### src/include/arbiter_cfg.svh
/*
 * Input arbiter configuration
 * Queue count, stream widths and per-queue FIFO depth
 */

`ifndef ARBITER_CFG_SVH
`define ARBITER_CFG_SVH

// Number of receive queues merged onto the output
`define ARB_NUM_QUEUES 4

// AXI-Stream payload widths
`define ARB_DATA_WIDTH 32
`define ARB_STRB_WIDTH (`ARB_DATA_WIDTH / 8)
`define ARB_USER_WIDTH 16

// log2 of the entries held by each input FIFO
`define ARB_FIFO_DEPTH_BITS 2

`endif

### src/source/arbiter_pkg.sv
/*
 * Input arbiter types
 * Stream beat layout, queue number and packet counter value
 */

`default_nettype none

`include "arbiter_cfg.svh"

package arbiter_pkg;

   // One AXI-Stream beat as stored in a queue FIFO, 53 bits
   typedef struct packed {
      logic                       tlast;
      logic [`ARB_USER_WIDTH-1:0] tuser;
      logic [`ARB_STRB_WIDTH-1:0] tstrb;
      logic [`ARB_DATA_WIDTH-1:0] tdata;
   } axis_beat_t;

   // Queue number
   typedef logic [$clog2(`ARB_NUM_QUEUES)-1:0] queue_idx_t;

   // Packets sent, wraps at 16 bits
   typedef logic [15:0] pkt_count_t;

endpackage

`default_nettype wire

### src/source/small_fifo.sv
/*
 * Small synchronous FIFO
 * Circular buffer for any payload type, registered read port,
 * empty and nearly-full flags
 */

`default_nettype none

module small_fifo #(
   parameter type T          = logic [7:0],
   parameter int  DEPTH_BITS = 2
) (
   input  wire  axi_aclk,
   input  wire  axi_resetn,

   input  wire T din,
   input  wire  wr_en,
   input  wire  rd_en,

   output T     dout,
   output logic empty,
   output logic nearly_full
);

   localparam int DEPTH = 1 << DEPTH_BITS;

   T                      mem [DEPTH];
   logic [DEPTH_BITS-1:0] wr_ptr;
   logic [DEPTH_BITS-1:0] rd_ptr;
   logic [DEPTH_BITS:0]   count;
   logic                  full;
   logic                  do_wr;
   logic                  do_rd;

   assign full        = (count == (DEPTH_BITS+1)'(DEPTH));
   assign empty       = (count == '0);
   // High with one free slot left, and stays high when full
   assign nearly_full = (count >= (DEPTH_BITS+1)'(DEPTH - 1));

   // Overflowing writes and underflowing reads are dropped
   assign do_wr = wr_en && !full;
   assign do_rd = rd_en && !empty;

   ////////////////////////////////////////////////////////////////////
   // Storage and read register
   ////////////////////////////////////////////////////////////////////

   always_ff @(posedge axi_aclk) begin
      if (do_wr) begin
         mem[wr_ptr] <= din;
      end
   end

   // Popped entry stays on dout until the next pop
   always_ff @(posedge axi_aclk) begin
      if (do_rd) begin
         dout <= mem[rd_ptr];
      end
   end

   ////////////////////////////////////////////////////////////////////
   // Pointers and fill count
   ////////////////////////////////////////////////////////////////////

   always_ff @(posedge axi_aclk) begin
      if (!axi_resetn) begin
         wr_ptr <= '0;
         rd_ptr <= '0;
         count  <= '0;
      end else begin
         if (do_wr) begin
            wr_ptr <= wr_ptr + 1'b1;
         end
         if (do_rd) begin
            rd_ptr <= rd_ptr + 1'b1;
         end
         case ({do_wr, do_rd})
            2'b10:   count <= count + 1'b1;
            2'b01:   count <= count - 1'b1;
            default: count <= count;
         endcase
      end
   end

endmodule

`default_nettype wire

### src/source/rr_arb_fsm.sv
/*
 * Round-robin packet scheduler
 * Visits the queue FIFOs in turn, forwards one whole packet per visit
 * and registers each beat onto the output stream
 */

`default_nettype none

`include "arbiter_cfg.svh"

module rr_arb_fsm
   import arbiter_pkg::*;
(
   input  wire                              axi_aclk,
   input  wire                              axi_resetn,

   // Queue FIFO heads and flags
   input  wire axis_beat_t [`ARB_NUM_QUEUES-1:0] head,
   input  wire [`ARB_NUM_QUEUES-1:0]         empty,
   input  wire                              m_axis_tready,
   output logic [`ARB_NUM_QUEUES-1:0]        rd_en,

   // Registered output beat
   output axis_beat_t                       out_beat,
   output logic                             out_valid,

   // End-of-packet report to the counters
   output logic                             pkt_sent,
   output queue_idx_t                       pkt_queue
);

   typedef enum logic {
      IDLE,
      SENDING
   } state_t;

   state_t     state;
   state_t     state_next;
   queue_idx_t cur_queue;
   queue_idx_t cur_queue_next;
   queue_idx_t cur_queue_plus1;
   axis_beat_t head_sel;
   logic       emit;

   // Next queue in turn, wrapping after the last one
   assign cur_queue_plus1 = (cur_queue == queue_idx_t'(`ARB_NUM_QUEUES - 1)) ?
                            '0 : cur_queue + 1'b1;

   assign head_sel = head[cur_queue];

   ////////////////////////////////////////////////////////////////////
   // Next-state logic
   ////////////////////////////////////////////////////////////////////

   always_comb begin
      state_next     = state;
      cur_queue_next = cur_queue;
      rd_en          = '0;
      emit           = 1'b0;

      case (state)
         // Walk the queues until one holds data
         IDLE: begin
            if (m_axis_tready) begin
               if (empty[cur_queue]) begin
                  cur_queue_next = cur_queue_plus1;
               end else begin
                  rd_en[cur_queue] = 1'b1;
                  state_next       = SENDING;
               end
            end
         end

         // Head holds the popped beat of the current packet
         SENDING: begin
            if (m_axis_tready) begin
               if (head_sel.tlast) begin
                  emit           = 1'b1;
                  state_next     = IDLE;
                  cur_queue_next = cur_queue_plus1;
               end else if (!empty[cur_queue]) begin
                  // Forward this beat and fetch the one behind it
                  emit             = 1'b1;
                  rd_en[cur_queue] = 1'b1;
               end
               // else the queue starved mid-packet, hold the beat
            end
         end

         default: begin
            state_next = IDLE;
         end
      endcase
   end

   // Counter sees the packet end on the edge that registers tlast
   assign pkt_sent  = emit && head_sel.tlast;
   assign pkt_queue = cur_queue;

   ////////////////////////////////////////////////////////////////////
   // State and output registers
   ////////////////////////////////////////////////////////////////////

   always_ff @(posedge axi_aclk) begin
      if (!axi_resetn) begin
         state     <= IDLE;
         cur_queue <= '0;
         out_valid <= 1'b0;
         out_beat  <= '0;
      end else begin
         state     <= state_next;
         cur_queue <= cur_queue_next;
         out_valid <= emit;
         if (emit) begin
            out_beat <= head_sel;
         end
      end
   end

endmodule

`default_nettype wire

### src/source/pkt_counter.sv
/*
 * Packet counters
 * One wrapping count of sent packets per queue, cleared by software
 */

`default_nettype none

`include "arbiter_cfg.svh"

module pkt_counter
   import arbiter_pkg::*;
(
   input  wire                                axi_aclk,
   input  wire                                axi_resetn,

   input  wire                                pkt_sent,
   input  wire queue_idx_t                    pkt_queue,
   input  wire                                stats_clear,

   output pkt_count_t [`ARB_NUM_QUEUES-1:0]    pkt_count
);

   pkt_count_t [`ARB_NUM_QUEUES-1:0] count_next;

   always_comb begin
      count_next = pkt_count;
      // Clear wins over a packet ending in the same cycle
      if (stats_clear) begin
         count_next = '0;
      end else if (pkt_sent) begin
         count_next[pkt_queue] = pkt_count[pkt_queue] + 1'b1;
      end
   end

   always_ff @(posedge axi_aclk) begin
      if (!axi_resetn) begin
         pkt_count <= '0;
      end else begin
         pkt_count <= count_next;
      end
   end

endmodule

`default_nettype wire

### src/source/input_arbiter.sv
/*
 * Input arbiter top level
 * Merges four AXI-Stream receive queues into one output stream,
 * one whole packet at a time, and counts packets per queue
 */

`default_nettype none

`include "arbiter_cfg.svh"

module input_arbiter
   import arbiter_pkg::*;
(
   input  wire                               axi_aclk,
   input  wire                               axi_resetn,

   // Receive queue 0
   input  wire [`ARB_DATA_WIDTH-1:0]          s_axis_tdata_0,
   input  wire [`ARB_STRB_WIDTH-1:0]          s_axis_tstrb_0,
   input  wire [`ARB_USER_WIDTH-1:0]          s_axis_tuser_0,
   input  wire                               s_axis_tvalid_0,
   input  wire                               s_axis_tlast_0,
   output logic                              s_axis_tready_0,

   // Receive queue 1
   input  wire [`ARB_DATA_WIDTH-1:0]          s_axis_tdata_1,
   input  wire [`ARB_STRB_WIDTH-1:0]          s_axis_tstrb_1,
   input  wire [`ARB_USER_WIDTH-1:0]          s_axis_tuser_1,
   input  wire                               s_axis_tvalid_1,
   input  wire                               s_axis_tlast_1,
   output logic                              s_axis_tready_1,

   // Receive queue 2
   input  wire [`ARB_DATA_WIDTH-1:0]          s_axis_tdata_2,
   input  wire [`ARB_STRB_WIDTH-1:0]          s_axis_tstrb_2,
   input  wire [`ARB_USER_WIDTH-1:0]          s_axis_tuser_2,
   input  wire                               s_axis_tvalid_2,
   input  wire                               s_axis_tlast_2,
   output logic                              s_axis_tready_2,

   // Receive queue 3
   input  wire [`ARB_DATA_WIDTH-1:0]          s_axis_tdata_3,
   input  wire [`ARB_STRB_WIDTH-1:0]          s_axis_tstrb_3,
   input  wire [`ARB_USER_WIDTH-1:0]          s_axis_tuser_3,
   input  wire                               s_axis_tvalid_3,
   input  wire                               s_axis_tlast_3,
   output logic                              s_axis_tready_3,

   // Merged output stream, ready is a look-ahead permission
   output logic [`ARB_DATA_WIDTH-1:0]         m_axis_tdata,
   output logic [`ARB_STRB_WIDTH-1:0]         m_axis_tstrb,
   output logic [`ARB_USER_WIDTH-1:0]         m_axis_tuser,
   output logic                              m_axis_tvalid,
   output logic                              m_axis_tlast,
   input  wire                               m_axis_tready,

   // Statistics
   input  wire                               stats_clear,
   output pkt_count_t [`ARB_NUM_QUEUES-1:0]   pkt_count
);

   axis_beat_t [`ARB_NUM_QUEUES-1:0] in_beat;
   logic [`ARB_NUM_QUEUES-1:0]       in_valid;
   axis_beat_t [`ARB_NUM_QUEUES-1:0] fifo_dout;
   logic [`ARB_NUM_QUEUES-1:0]       fifo_empty;
   logic [`ARB_NUM_QUEUES-1:0]       nearly_full;
   logic [`ARB_NUM_QUEUES-1:0]       rd_en;
   axis_beat_t                       out_beat;
   logic                             out_valid;
   logic                             pkt_sent;
   queue_idx_t                       pkt_queue;

   ////////////////////////////////////////////////////////////////////
   // Input packing
   ////////////////////////////////////////////////////////////////////

   assign in_beat[0] = '{tlast: s_axis_tlast_0, tuser: s_axis_tuser_0,
                         tstrb: s_axis_tstrb_0, tdata: s_axis_tdata_0};
   assign in_beat[1] = '{tlast: s_axis_tlast_1, tuser: s_axis_tuser_1,
                         tstrb: s_axis_tstrb_1, tdata: s_axis_tdata_1};
   assign in_beat[2] = '{tlast: s_axis_tlast_2, tuser: s_axis_tuser_2,
                         tstrb: s_axis_tstrb_2, tdata: s_axis_tdata_2};
   assign in_beat[3] = '{tlast: s_axis_tlast_3, tuser: s_axis_tuser_3,
                         tstrb: s_axis_tstrb_3, tdata: s_axis_tdata_3};

   assign in_valid = {s_axis_tvalid_3, s_axis_tvalid_2, s_axis_tvalid_1, s_axis_tvalid_0};

   // Ready drops once three entries are held
   assign s_axis_tready_0 = !nearly_full[0];
   assign s_axis_tready_1 = !nearly_full[1];
   assign s_axis_tready_2 = !nearly_full[2];
   assign s_axis_tready_3 = !nearly_full[3];

   ////////////////////////////////////////////////////////////////////
   // Queue FIFOs, scheduler and counters
   ////////////////////////////////////////////////////////////////////

   for (genvar i = 0; i < `ARB_NUM_QUEUES; i++) begin : g_queue
      small_fifo #(
         .T          (axis_beat_t),
         .DEPTH_BITS (`ARB_FIFO_DEPTH_BITS)
      ) u_fifo (
         .axi_aclk    (axi_aclk),
         .axi_resetn  (axi_resetn),
         .din         (in_beat[i]),
         .wr_en       (in_valid[i] && !nearly_full[i]),
         .rd_en       (rd_en[i]),
         .dout        (fifo_dout[i]),
         .empty       (fifo_empty[i]),
         .nearly_full (nearly_full[i])
      );
   end

   rr_arb_fsm u_fsm (
      .axi_aclk      (axi_aclk),
      .axi_resetn    (axi_resetn),
      .head          (fifo_dout),
      .empty         (fifo_empty),
      .m_axis_tready (m_axis_tready),
      .rd_en         (rd_en),
      .out_beat      (out_beat),
      .out_valid     (out_valid),
      .pkt_sent      (pkt_sent),
      .pkt_queue     (pkt_queue)
   );

   pkt_counter u_counter (
      .axi_aclk    (axi_aclk),
      .axi_resetn  (axi_resetn),
      .pkt_sent    (pkt_sent),
      .pkt_queue   (pkt_queue),
      .stats_clear (stats_clear),
      .pkt_count   (pkt_count)
   );

   // Output unpacking
   assign m_axis_tdata  = out_beat.tdata;
   assign m_axis_tstrb  = out_beat.tstrb;
   assign m_axis_tuser  = out_beat.tuser;
   assign m_axis_tlast  = out_beat.tlast;
   assign m_axis_tvalid = out_valid;

endmodule

`default_nettype wire

### config.mk
export PLATFORM = sky130hd
export DESIGN_NAME = input_arbiter
export DESIGN_NICKNAME = d
export VERILOG_FILES = /design/src/source/arbiter_pkg.sv /design/src/source/small_fifo.sv /design/src/source/rr_arb_fsm.sv /design/src/source/pkt_counter.sv /design/src/source/input_arbiter.sv
export VERILOG_INCLUDE_DIRS = /design/src /design/src/include
export SDC_FILE = /design/constraint.sdc
export NUM_CORES = 1
export LEC_CHECK = 0
export ABC_AREA = 0
export BUFFER_PORTS_ARGS = -buffer_cell sky130_fd_sc_hd__buf_2
export CAP_MARGIN = 20
export CORE_MARGIN = 2
export CORE_UTILIZATION = 43
export DETAILED_ROUTE_END_ITERATION = 8
export GPL_ROUTABILITY_DRIVEN = 0
export SYNTH_ARGS = -nofsm -noshare
export SYNTH_HDL_FRONTEND = slang
export SYNTH_SLANG_ARGS = --single-unit
### constraint.sdc
create_clock -name axi_aclk -period 8.6 [get_ports axi_aclk]
set_input_delay 0 -clock axi_aclk [delete_from_list [all_inputs] [get_ports axi_aclk]]
set_output_delay 0 -clock axi_aclk [all_outputs]
set_load 0.01 [all_outputs]
After elaboration in Yosys (flattened, before gate mapping):

Memory sizes are Yosys's and may differ from the RTL's. A register that Yosys moved wholly into a read port is not among the register bits.
Cells that the tools add are included.

* register bits: 149
* bits in writable memories: 848
* input port bits: 220
* output and inout port bits: 122
* word-level logic and storage cells: 148
* memories kept: 4

* $add $sub $neg: 18
* order comparisons: 6
* equality and inequality tests: 17
* mux-type cells: 42
* bitwise logic cells: 2
* reduce and logical (&&, ||, !) cells: 36

Memories
* g_queue[0].u_fifo.mem: words 4, width 53, rd ports 1, clocked after memory_dff 1, write ports 1, RTL line small_fifo.sv:27 `T mem [DEPTH];`
* g_queue[1].u_fifo.mem: words 4, width 53, rd ports 1, clocked after memory_dff 1, write ports 1, RTL line small_fifo.sv:27
* g_queue[2].u_fifo.mem: words 4, width 53, rd ports 1, clocked after memory_dff 1, write ports 1, RTL line small_fifo.sv:27
* g_queue[3].u_fifo.mem: words 4, width 53, rd ports 1, clocked after memory_dff 1, write ports 1, RTL line small_fifo.sv:27

Operators with widths (number)
* $bmux W53 S2: 1
* $bwmux W64: 1
* $mux W53: 1
* $bmux W16 S2: 1
* $demux W16 S2: 1
* $mux W16: 2
* $pmux W3 S2: 4
* $add A2 B1 Y2 const B: 9
* $mux W1: 17
* $add A16 B1 Y16 const B: 1
* $mux W4: 4
* $logic_and A1 B1 Y1: 14
* $add A3 B1 Y3 const B: 4
* $eq A3 B3 Y1 const B: 4
* $ge A3 B2 Y1 const B: 4
* $logic_not A1 Y1: 12
* $logic_not A3 Y1: 4
* $sub A3 B1 Y3 const B: 4
* $eq A2 B2 Y1 const B: 5
* $mux W2: 5
* $eq A2 B1 Y1 const B: 4
* $pmux W4 S2: 1
* $reduce_bool A2 Y1: 4
* $ne A2 B2 Y1 const B: 3
* 10 further kinds: 11

Logic depth before layout (Yosys ltp):

Gate-level depths: netlist (run 1).

* word-level depth: 11
* depth in mapped cells: 12
* depth with buffers taken out: 10

Hierarchy:

From an unflattened synthesis (run 1), not the netlist that was laid out.

* cells, all modules: 2158
* area total of the unflattened synthesis: 45224.6 sq um

Modules (own cells, without submodules)
* small_fifo: times used 4, cells an instance 381, area an instance 9695.5 sq um, sequential area each 8097.8 sq um
* rr_arb_fsm: times used 1, cells an instance 339, area an instance 3552.2 sq um, sequential area each 1141.1 sq um
* pkt_counter: times used 1, cells an instance 287, area an instance 2850.2 sq um, sequential area each 1281.2 sq um
* input_arbiter: times used 1, cells an instance 8, area an instance 40.0 sq um, sequential area each 0.0 sq um

Worst setup path before layout (run 1):

Ideal clock, no wire load.

* path kind: reg-to-reg
* start: register u_fsm.cur_queue[0], in the netlist u_fsm.pkt_queue[0]
* end: register g_queue[3].u_fifo.count[2]
* setup time: 0.071 ns
* arrival time: 7.012 ns
* required time: 8.529 ns
* slack: 1.517 ns
* stages on the path, launching flop included: 12
* buffers on the path: 1
* clock period less this slack: 7.083 ns
* cell sequence: dfxtp_1 > mux4_2 > nand2_1 > nand3_1 > buf_2 > nor3b_1 > ha_1 > inv_1 > fa_1 > xor2_1 > or3_1 > a21oi_1

* cells in the longest elaborated chain, start to end: 11
* elaborated cells on any way between the ends: 19
* classes of those cells: order compare (2); eq/ne (2); mux (12); reduce/logical (3)

RTL lines
* from (decl): RTL line rr_arb_fsm.sv:39 `queue_idx_t cur_queue;`
* from (signal assigned): RTL line rr_arb_fsm.sv:112 `cur_queue <= cur_queue_next;`
* $lt A2 B3 Y1 (implied by the code) or $ge A2 B1 Y1 (tied branches): RTL line rr_arb_fsm.sv:68, rr_arb_fsm.sv:84
* $logic_and A1 B1 Y1 (implied by the code): RTL line rr_arb_fsm.sv:68, rr_arb_fsm.sv:84
* $mux W1 (implied by the code): RTL line rr_arb_fsm.sv:68, rr_arb_fsm.sv:84
* $demux W1 S2
* $mux W4: RTL line rr_arb_fsm.sv:65, rr_arb_fsm.sv:81
* $mux W4: RTL line rr_arb_fsm.sv:77 `if (head_sel.tlast) begin`
* $mux W4: RTL line rr_arb_fsm.sv:76 `if (m_axis_tready) begin`
* $pmux W4 S2 (*): RTL line rr_arb_fsm.sv:61 `case (state)`
* $logic_and A1 B1 Y1 (*): RTL line small_fifo.sv:42 `assign do_rd = rd_en && !empty;`
* net g_queue[3].u_fifo.do_rd: RTL line small_fifo.sv:33 `logic do_rd;`
* $eq A2 B1 Y1 or $eq A2 B2 Y1 (tied branches): RTL line small_fifo.sv:77 `case ({do_wr, do_rd})`
* $pmux W3 S2 or $reduce_bool A2 Y1 (tied branches)
* to (signal assigned): RTL line small_fifo.sv:78 `2'b10: count <= count + 1'b1;`
* to (signal assigned): RTL line small_fifo.sv:79 `2'b01: count <= count - 1'b1;`
* to (signal assigned): RTL line small_fifo.sv:80 `default: count <= count;`
* to (decl): RTL line small_fifo.sv:30 `logic [DEPTH_BITS:0] count;`

The timed path passes the listed nets; every way through them passes the cells marked *. The select of a mux whose other input is x is not followed.
A chain may end at the register's enable or synchronous reset.

Worst setup path in the final report (run 1):

* start: register u_fsm.cur_queue[0], in the netlist u_fsm.pkt_queue[0]
* end: register g_queue[0].u_fifo.count[2]

* cells in the longest elaborated chain, start to end: 11
* elaborated cells on any way between the ends: 19
* classes of those cells: order compare (2); eq/ne (2); mux (12); reduce/logical (3)

RTL lines (RTL line)
* $lt A2 B3 Y1 (implied by the code) or $ge A2 B1 Y1 (tied branches): rr_arb_fsm.sv:68, rr_arb_fsm.sv:84
* $logic_and A1 B1 Y1 (implied by the code): rr_arb_fsm.sv:68, rr_arb_fsm.sv:84
* $mux W1 (implied by the code): rr_arb_fsm.sv:68, rr_arb_fsm.sv:84
* $demux W1 S2
* $mux W4: rr_arb_fsm.sv:65, rr_arb_fsm.sv:81
* $mux W4: rr_arb_fsm.sv:77
* $mux W4: rr_arb_fsm.sv:76
* $pmux W4 S2 (*): rr_arb_fsm.sv:61
* $logic_and A1 B1 Y1 (*): small_fifo.sv:42
* net g_queue[0].u_fifo.do_rd: small_fifo.sv:33
* $eq A2 B1 Y1 or $eq A2 B2 Y1 (tied branches): small_fifo.sv:77
* $pmux W3 S2 or $reduce_bool A2 Y1 (tied branches)
* to (signal assigned): small_fifo.sv:78
* to (signal assigned): small_fifo.sv:79
* to (signal assigned): small_fifo.sv:80
* to (decl): small_fifo.sv:30

Marks and branches as above.

==> results.md, run 1 <==
* TritonCTS clock tree: done
* Hold WC Path Type: in2reg
* Setup Skew at 0.0297 ns
* Top cells by area, synth: edfxtp_1 71%, mux4_2 14%, dfxtp_1 6.6%, nand3_1 0.70%, ha_1 0.70%
* Mean Syn Cell Area at 21.0 µm²
* Vias per cell at 5.37
* H-tree depth at 3
* # rows at 118
* Synth top area share at 0.709
* Fraction of layout cells with a size suffix above 1 at 0.306
* Total Wirelength at 108000 µm
* Slew @ Worst Pin at 1.05 ns
* R2R Path Start: u_fsm.pkt_queue[0]$_SDFFE_PN0P_
* Initial antenna violation count at 20
* P_sw at 3.33 mW
* Status: complete, no violations
* Post-synth cell types at 47
* Area after DPL at 48100 µm²
* P_int at 10.6 mW
* PD cells at 256 nW/µm²
* Delay of the slowest critical-path stage at 0.68 ns
* Die Wd at 327 µm
* Starting density of the core at 0.434
* Final min period at 4.72 ns
* DRT antenna net count at 0
* CP Class: reg2reg
* Clock group share of total power at 0.366
* Ys flop type: edfxtp_1
* Worst-path cell chain: buf_4 > mux4_2 > nand2_1 > nand3_1 > nor3b_2 > buf_4 > ha_1 > inv_1 > fa_1 > xor2_1 > or3_1 > a21oi_1
* Core area at 103000 µm²
* Drt first pass iters at 5
* Grt total ovfl at 0
* Worst Path Max Fanout at 55
* Worst Setup Start Kind: flip-flop
* Post-synthesis register bit count at 1209
* Top delay family on crit path: buffers and inverters
* Fin area at 54400 µm²
* Maximum clock rate at 0.212 GHz
* Clock sink count at 1209
* Largest net degree at the start of global routing at 111
* Post-synthesis async set-or-reset flop share at 0
* Total of warnings raised by yosys at 0
* RSZ-0062 raised after global routing: false
* Max_cap viols at 0
* Final Hold Fails at 0
* CP bufs+invs at 3
* Cells after synthesis at 2139
* Reg2reg end: g_queue[0].u_fifo.count[2]$_SDFFE_PN0P_
* Hold endpoint: g_queue[0].u_fifo.mem[0][9]$_DFFE_PP_
* DR WL/cell at 25.5 µm
* Worst-Skew Late Latency at 0.71 ns
* # resized after CTS at 0
* Crit path DAT at 5.33 ns
* Worst-path clk slew at 0.06 ns
* Ports at 342
* Max transition margin at 0.303
* Logic pwr share at 0.121
* IO buf count at 341
* Total GRT Usage at 0.204
* Worst hold path startpoint: s_axis_tdata_0[9]
* Routed vias at 22801
* Number of synthesized flops with an enable pin at 1060
* Register area share after synthesis at 0.776
* Drt drc at 0
* # hold bufs at CTS at 232
* DIE AREA at 107000 µm²
* CP endpoint kind: flip-flop
* Final setup fails at 0
* Max Slew Vio Count at 0
* Post-CTS Setup Bufs at 0
* Syn nets at 2388
* Part of the power in registers at 0.512
* P_leak at 18.0 nW
* CP required at 9.22 ns
* # nets final at 3003
* First-pass GRT wire length at 159000 µm
* Die Y at 327 µm
* Setup tns final at 0 ns
* Dpl hpwl at 71300 µm
* Max IR drop VDD at 0.000216 V
* Post-synth design cell area at 44900 µm²
* CTS root buffer: clkbuf_16
* CTS Buf Count at 119
* Vias in the first global route at 24104
* Worst-case clock buffer depth at 3
* Sw Share at 0.239
* Period utilisation layout at 0.549
* Yosys top cell by area: edfxtp_1
* Register-to-Register Setup Slack at 3.88 ns
* Area grow syn2layout at 21.1%
* Starting DRC count in detailed routing at 1794
* Crit-path slowest cell: buf_4
* Worst Hold Path Cells at 2
* CP most frequent cell: buf_4
* Reg2reg path depth at 12
==> cells in the mapped netlist, types with 8 or more instances <==
cell type and count:
dfxtp_1 149, nand2b_1 8, xnor2_1 16, inv_1 25, buf_2 22, nor2_1 47, mux2i_1 17, o21ai_1 47
buf_1 10, nand3_1 63, xor2_1 9, edfxtp_1 1060, mux4_2 282, a211oi_1 12, and3_1 21, nor3_1 12
or3_1 8, nand2_1 78, o21ai_0 53, a21oi_1 58, clkbuf_1 62, ha_1 25
==> layer usage <==
layer	vias up	wire [µm]	track usage
li1	9992	-	-
met1	11873	41400	0.253
met3	166	7170	0.0431
met4	30	2470	0.0519
met2	740	57000	0.362
met5	-	188	0
==> registers in the layout (all words and copies together) (netlist names) <==
signal,flops
g_queue.u_fifo.rd_ptr,8
u_fsm.pkt_queue,2
g_queue.u_fifo.dout,212
u_fsm.out_beat,53
u_fsm.out_valid,1
g_queue.u_fifo.wr_ptr,8
u_fsm.state,1
g_queue.u_fifo.count,12
u_counter.pkt_count,64
g_queue.u_fifo.mem,848
==> through the flow <==
step	utilization	setup WS, ns	power (mW)	instances	hold WS (ns)
finish	0.525	3.88	13.9	4244	0.0487
detailed placement	0.465	3.84	8.90	3780	0.217
CTS	0.525	3.81	14.1	4235	0.000358
global route	0.525	3.53	14.4	4240	0.0254
global placement	0.464	3.99	8.83	3775	0.208
floorplan	-	1.52	8.30	2139	0.0989
==> kinds of logic (layout without fill, tap and decap cells) <==
family | count (synthesis) | count (layout) | share of synthesized area
flip-flops | 1209 | 1209 | 0.776
multiplexers | 300 | 300 | 0.146
AND/OR/NAND/NOR | 258 | 258 | 0.0281
AO/OA/AOI/OAI | 181 | 181 | 0.0221
buffers and inverters | 137 | 854 | 0.0150
adder cells (fa/ha/maj) | 29 | 29 | 0.00875
XOR/XNOR | 25 | 25 | 0.00488
other | 0 | 8 | 0
==> layout by cell type (no fill, tap or decap), types with 27 or more instances in the layout <==
cell type / instances
buf_4: 27
o21ai_1: 47
nor2_1: 45
dlygate4sd3_1: 232
clkbuf_16: 119
nand3_1: 63
mux4_2: 282
o21ai_0: 53
clkbuf_1: 27
buf_2: 340
nand2_1: 78
dfxtp_1: 139
a21oi_1: 58
edfxtp_1: 1060
==> how the worst max path moves through the flow <==
stage	startpoint	end	depth (start not counted)
6_report	u_fsm.pkt_queue[0]$_SDFFE_PN0P_	g_queue[0].u_fifo.count[2]$_SDFFE_PN0P_	12
5_1_grt	u_fsm.pkt_queue[0]$_SDFFE_PN0P_	g_queue[2].u_fifo.count[2]$_SDFFE_PN0P_	12
4_1_cts	u_fsm.pkt_queue[0]$_SDFFE_PN0P_	g_queue[0].u_fifo.count[2]$_SDFFE_PN0P_	12
3_5_place_dp	u_fsm.pkt_queue[0]$_SDFFE_PN0P_	g_queue[0].u_fifo.count[2]$_SDFFE_PN0P_	12
3_3_place_gp	u_fsm.pkt_queue[0]$_SDFFE_PN0P_	g_queue[0].u_fifo.count[2]$_SDFFE_PN0P_	12
2_1_floorplan	u_fsm.pkt_queue[0]$_SDFFE_PN0P_	g_queue[3].u_fifo.count[2]$_SDFFE_PN0P_	11
==> layout make-up <==
cell class | instances | area (µm²)
Fill cell | 8157 | 49100
Clock buffer | 157 | 3230
Tap cell | 1380 | 1730
Inverter | 26 | 97.6
Timing Repair Buffer | 605 | 4340
Sequential cell | 1209 | 34800
Antenna cell | 8 | 20.0
Clock inverter | 66 | 636
Multi-Input combinational cell | 793 | 9470
==> power by group through the flow <==
stage,Combinational [mW],Clock (mW),Sequential (mW)
after floorplan,1.14,0,7.15
after global placement,1.59,0,7.24
after detailed placement,1.63,0,7.27
after CTS,1.73,5.21,7.15
after global routing,1.83,5.43,7.18
final,1.69,5.10,7.14
(Power assumes the default switching activity.)
==> run 2, diff against run 1 <==
- clock period: 8.6 -> 3.94 ns (I/O delays scaled with it)
==> results.md, run 2 (same netlist as run 1, synthesis figures left out) <==
* Status: complete, no violations
* Final setup fails at 0
* Max IR drop VDD at 0.000397 V
* CP endpoint kind: flip-flop
* Slew @ Worst Pin at 1.01 ns
* Starting density of the core at 0.434
* DR WL/cell at 25.3 µm
* Hold endpoint: g_queue[1].u_fifo.mem[0][16]$_DFFE_PP_
* Setup Skew at 0.0146 ns
* Final min period at 3.03 ns
* Die Wd at 327 µm
* Ports at 342
* Worst hold path startpoint: s_axis_tdata_1[16]
* Total GRT Usage at 0.202
* Crit path DAT at 3.63 ns
* Final Hold Fails at 0
* Biggest regs: g_queue.u_fifo.mem (848), g_queue.u_fifo.dout (212), u_counter.pkt_count (64)
* Area grow syn2layout at 21.5%
* Max transition margin at 0.328
* CP required at 4.54 ns
* CTS root buffer: clkbuf_16
* Worst Path Max Fanout at 12
* Largest net degree at the start of global routing at 106
* Grt total ovfl at 0
* Area after DPL at 48200 µm²
* Worst Setup Start Kind: flip-flop
* Dpl hpwl at 71500 µm
* Max FFs per register at 848
* TritonCTS clock tree: done
* Final setup margin at 0.914 ns
* Fraction of layout cells with a size suffix above 1 at 0.310
* Fill cells at 8158
* Pre-CTS setup slack at 0.930 ns
* # hold bufs at CTS at 221
* Post-route insts no fill at 4259
* Die Y at 327 µm
* Worst-Skew Late Latency at 0.70 ns
* Routed vias at 22651
* Max_cap viols at 0
* Period utilisation layout at 0.768
* IO buf count at 341
* Tot Pwr at 30.7 mW
* Reg2reg end: g_queue[2].u_fifo.count[2]$_SDFFE_PN0P_
* Setup tns final at 0 ns
* Worst Hold Path Cells at 2
* Register-to-Register Setup Slack at 0.91 ns
* Post-CTS Setup Bufs at 0
* Core area at 103000 µm²
* # nets final at 3005
* Biggest register: g_queue.u_fifo.mem
* # rows at 118
* Max Slew Vio Count at 0
* DRT antenna net count at 0
* Reg2reg path depth at 10
* First-pass GRT wire length at 158000 µm
* Most common cell after layout, fill and taps aside: edfxtp_1
* Total Wirelength at 108000 µm
* RSZ-0062 raised after global routing: false
* Most frequent cells in the layout: 1060 x edfxtp_1, 340 x buf_2, 282 x mux4_2
* Fin area at 54500 µm²
* Drt drc at 0
* CTS Buf Count at 121
* Vias in the first global route at 23870
* PD cells at 564 nW/µm²
* Vias per cell at 5.32
* Worst-path clk slew at 0.06 ns
* Final Util at 0.527
* # resized after CTS at 0
* CP Class: reg2reg
* Maximum clock rate at 0.331 GHz
* P_leak at 18.1 nW
* Hold WS at 0.0580 ns
* Hold WC Path Type: in2reg
* Drt first pass iters at 5
* Placed instance count at 3790
* DIE AREA at 107000 µm²
* Starting DRC count in detailed routing at 1849
* Initial antenna violation count at 18
* Worst-case clock buffer depth at 3
* R2R Path Start: u_fsm.pkt_queue[0]$_SDFFE_PN0P_
* H-tree depth at 3
* Clock sink count at 1209
==> run 2: cell count changes in the layout (fill, tap and decap cells not counted), moves of 7 or more <==
cell | previous run | this run
diode_2 | 8 | 15
clkinv_1 | 18 | 11
clkinv_2 | 23 | 30
dlygate4sd3_1 | 232 | 221
buf_4 | 27 | 38
clkbuf_16 | 119 | 126
clkbuf_1 | 27 | 40
==> run 2: worst max-delay path by stage <==
stage / slack (ns) / cells past startpoint / from / to
finish: 0.91 / 10 / u_fsm.pkt_queue[0]$_SDFFE_PN0P_ / g_queue[2].u_fifo.count[2]$_SDFFE_PN0P_
global placement: 0.99 / 10 / g_queue[3].u_fifo.dout[52]$_DFFE_PP_ / g_queue[2].u_fifo.count[2]$_SDFFE_PN0P_
floorplan: -0.19 / 11 / u_fsm.pkt_queue[0]$_SDFFE_PN0P_ / g_queue[3].u_fifo.count[2]$_SDFFE_PN0P_
CTS: 0.93 / 10 / u_fsm.pkt_queue[0]$_SDFFE_PN0P_ / g_queue[2].u_fifo.count[2]$_SDFFE_PN0P_
global route: 0.81 / 10 / g_queue[3].u_fifo.dout[52]$_DFFE_PP_ / g_queue[2].u_fifo.count[2]$_SDFFE_PN0P_
detailed placement: 0.93 / 10 / g_queue[3].u_fifo.dout[52]$_DFFE_PP_ / g_queue[2].u_fifo.count[2]$_SDFFE_PN0P_
==> run 2: power by group <==
group	internal [mW]	leakage [nW]	switching, mW	total [mW]
clock network	6.71	1.98	4.72	11.4
logic	1.69	5.22	2.08	3.76
registers	15.1	10.9	0.477	15.6
total	23.5	18.1	7.28	30.7
==> run 2: per-layer routing <==
layer | share of wire | vias to the layer above | wire (µm) | global-route usage
met5 | 0.0013 | - | 138 | 0
met4 | 0.022 | 20 | 2360 | 0.0484
met3 | 0.065 | 162 | 6960 | 0.0432
met2 | 0.52 | 701 | 56400 | 0.359
met1 | 0.39 | 11752 | 41800 | 0.253
li1 | - | 10016 | - | -
==> run 2: cell type report <==
| type | count | area, µm² | share of cell area |
|---|---|---|---|
| well taps | 1380 | 1730 | 0.0317 |
| repair buffers | 605 | 4330 | 0.0795 |
| clock inverters | 55 | 558 | 0.0102 |
| multi-input cells | 793 | 9490 | 0.174 |
| flip-flops and latches | 1209 | 34800 | 0.639 |
| diodes | 15 | 37.5 | 0.000688 |
| clock buffers | 176 | 3440 | 0.0631 |
| inverters | 26 | 97.6 | 0.00179 |
==> run 2: critical path, cell delays in order (launching register included) <==
cell,delay [ns]
dfxtp_4,0.37
mux4_2,0.56
nand2_1,0.11
nand3_2,0.31
nor3b_4,0.29
ha_1,0.21
inv_1,0.07
fa_1,0.39
xor2_1,0.16
or3_1,0.31
a21oi_1,0.15
==> run 3, diff against run 2 <==
- clock period: 3.94 -> 3 ns (I/O delays scaled with it)
==> results.md, run 3 (same netlist as run 1, synthesis figures left out) <==
* Status: complete, no violations
* CP Class: reg2reg
* Worst-path clk slew at 0.06 ns
* Maximum clock rate at 0.346 GHz
* Register-to-Register Setup Slack at 0.11 ns
* Total Wirelength at 107000 µm
* PD cells at 733 nW/µm²
* Fill cells at 8131
* Die Wd at 327 µm
* Initial antenna violation count at 19
* CTS Buf Count at 120
* Largest net degree at the start of global routing at 111
* Drt first pass iters at 5
* IO buf count at 341
* Drt drc at 0
* Reg area at 34800 µm²
* Routed vias at 22918
* Period utilisation layout at 0.962
* Max FFs per register at 848
* TritonCTS clock tree: done
* Fraction of layout cells with a size suffix above 1 at 0.318
* DR WL/cell at 25.1 µm
* P_leak at 18.3 nW
* Multi-input logic area at 9500 µm²
* Biggest regs: g_queue.u_fifo.mem (848), g_queue.u_fifo.dout (212), u_counter.pkt_count (64)
* Tot Pwr at 40.4 mW
* Most frequent cells in the layout: 1060 x edfxtp_1, 340 x buf_2, 282 x mux4_2
* Hold WC Path Type: in2reg
* Ports at 342
* DRT antenna net count at 0
* CTS root buffer: clkbuf_16
* Worst-case clock buffer depth at 3
* Die Y at 327 µm
* Worst-Skew Late Latency at 0.69 ns
* Vias per cell at 5.35
* Final setup fails at 0
* Grt total ovfl at 0
* Clock sink count at 1209
* CP required at 3.61 ns
* Total GRT Usage at 0.202
* Slew @ Worst Pin at 0.938 ns
* First-pass GRT wire length at 158000 µm
* Worst Path Max Fanout at 8
* Most common cell after layout, fill and taps aside: edfxtp_1
* Post-CTS Setup Bufs at 0
* # rows at 118
* Starting DRC count in detailed routing at 1935
* RSZ-0062 raised after global routing: false
* Biggest register: g_queue.u_fifo.mem
* CP endpoint kind: flip-flop
* DIE AREA at 107000 µm²
* Max Slew Vio Count at 0
* Max_cap viols at 0
* # nets final at 3038
* Core area at 103000 µm²
* Dpl hpwl at 72500 µm
* Vias in the first global route at 24052
* Hold WS at 0.0567 ns
* Max IR drop VDD at 0.000595 V
* Worst Setup Start Kind: flip-flop
* Final Hold Fails at 0
* Final min period at 2.89 ns
* Max transition margin at 0.374
* Starting density of the core at 0.434
* Area grow syn2layout at 22.7%
* Setup Skew at 0.0193 ns
* H-tree depth at 3
* Crit path DAT at 3.50 ns
[run 3: cell types whose count changed in the layout (fill, tap and decap cells not counted), sizes merged, moves of 2 or more]
cell         delta
diode           -4
buf            +32
clkbuf         -18
dlygate4sd3     +2
clkinv          +6
clkinvlp        +7
[run 3: worst paths after layout]
check / start / endpoint / cells past startpoint
max reg2reg: g_queue[0].u_fifo.dout[52]$_DFFE_PP_ / g_queue[2].u_fifo.count[2]$_SDFFE_PN0P_ / 10
min reg2reg: u_fsm.out_beat[32]$_SDFFE_PN0P_ / u_fsm.out_beat[32]$_SDFFE_PN0P_ / 2
max: g_queue[0].u_fifo.dout[52]$_DFFE_PP_ / g_queue[2].u_fifo.count[2]$_SDFFE_PN0P_ / 10
min: s_axis_tdata_0[19] / g_queue[0].u_fifo.mem[2][19]$_DFFE_PP_ / 2
[run 3: final cells by class]
cell class | count | area share
clock inverter | 70 | 0.0117
tap | 1380 | 0.0314
clock buffer | 158 | 0.0600
antenna | 11 | 0.000500
multi-input combinational | 793 | 0.172
timing repair buffer | 639 | 0.0895
inverter | 26 | 0.00177
sequential | 1209 | 0.633
[run 3: critical path: stages, from the launching register on]
cell      delay (ns)
edfxtp_1        0.41
mux4_2          0.54
nand2_1         0.14
nand3_4         0.17
nor3b_4         0.25
ha_1            0.21
inv_1           0.06
fa_1            0.38
xor2_1          0.16
or3_1           0.32
a21oi_1         0.17
[run 3: metrics by stage]
step / cells / utilization / instance area [µm²] / setup TNS, ns / setup slack [ns]
6_report: 4286 / 0.532 / 55100 / 0 / 0.114
5_1_grt: 4283 / 0.532 / 55100 / 0 / 0.00978
4_1_cts: 4274 / 0.531 / 55000 / 0 / 0.0531
3_5_place_dp: 3823 / 0.472 / 48800 / 0 / 0.0751
3_3_place_gp: 3823 / 0.472 / 48800 / 0 / 0.154
2_1_floorplan: 2139 / - / 45000 / -24.14 / -1.13
[run 3: repair_timing]
item                                   4_1_cts  5_1_grt
endpoints found under the hold margin      979        0
gates resized for setup                      0        2
hold buffers                               223        0
setup endpoints to repair                    0       26
[run 3: metal layers]
layer | global-route usage | up-vias | part of all wire
met5 | 0 | - | 0.0012
met4 | 0.0479 | 20 | 0.019
met3 | 0.0400 | 143 | 0.064
met2 | 0.360 | 749 | 0.53
met1 | 0.254 | 11917 | 0.39
li1 | - | 10089 | -
[run 3: report_power, final]
part,switching (mW),total (mW),internal [mW]
sequential,0.613,20.4,19.8
combinational,2.75,5.13,2.38
clock,6.15,14.8,8.68
total,9.52,40.4,30.8
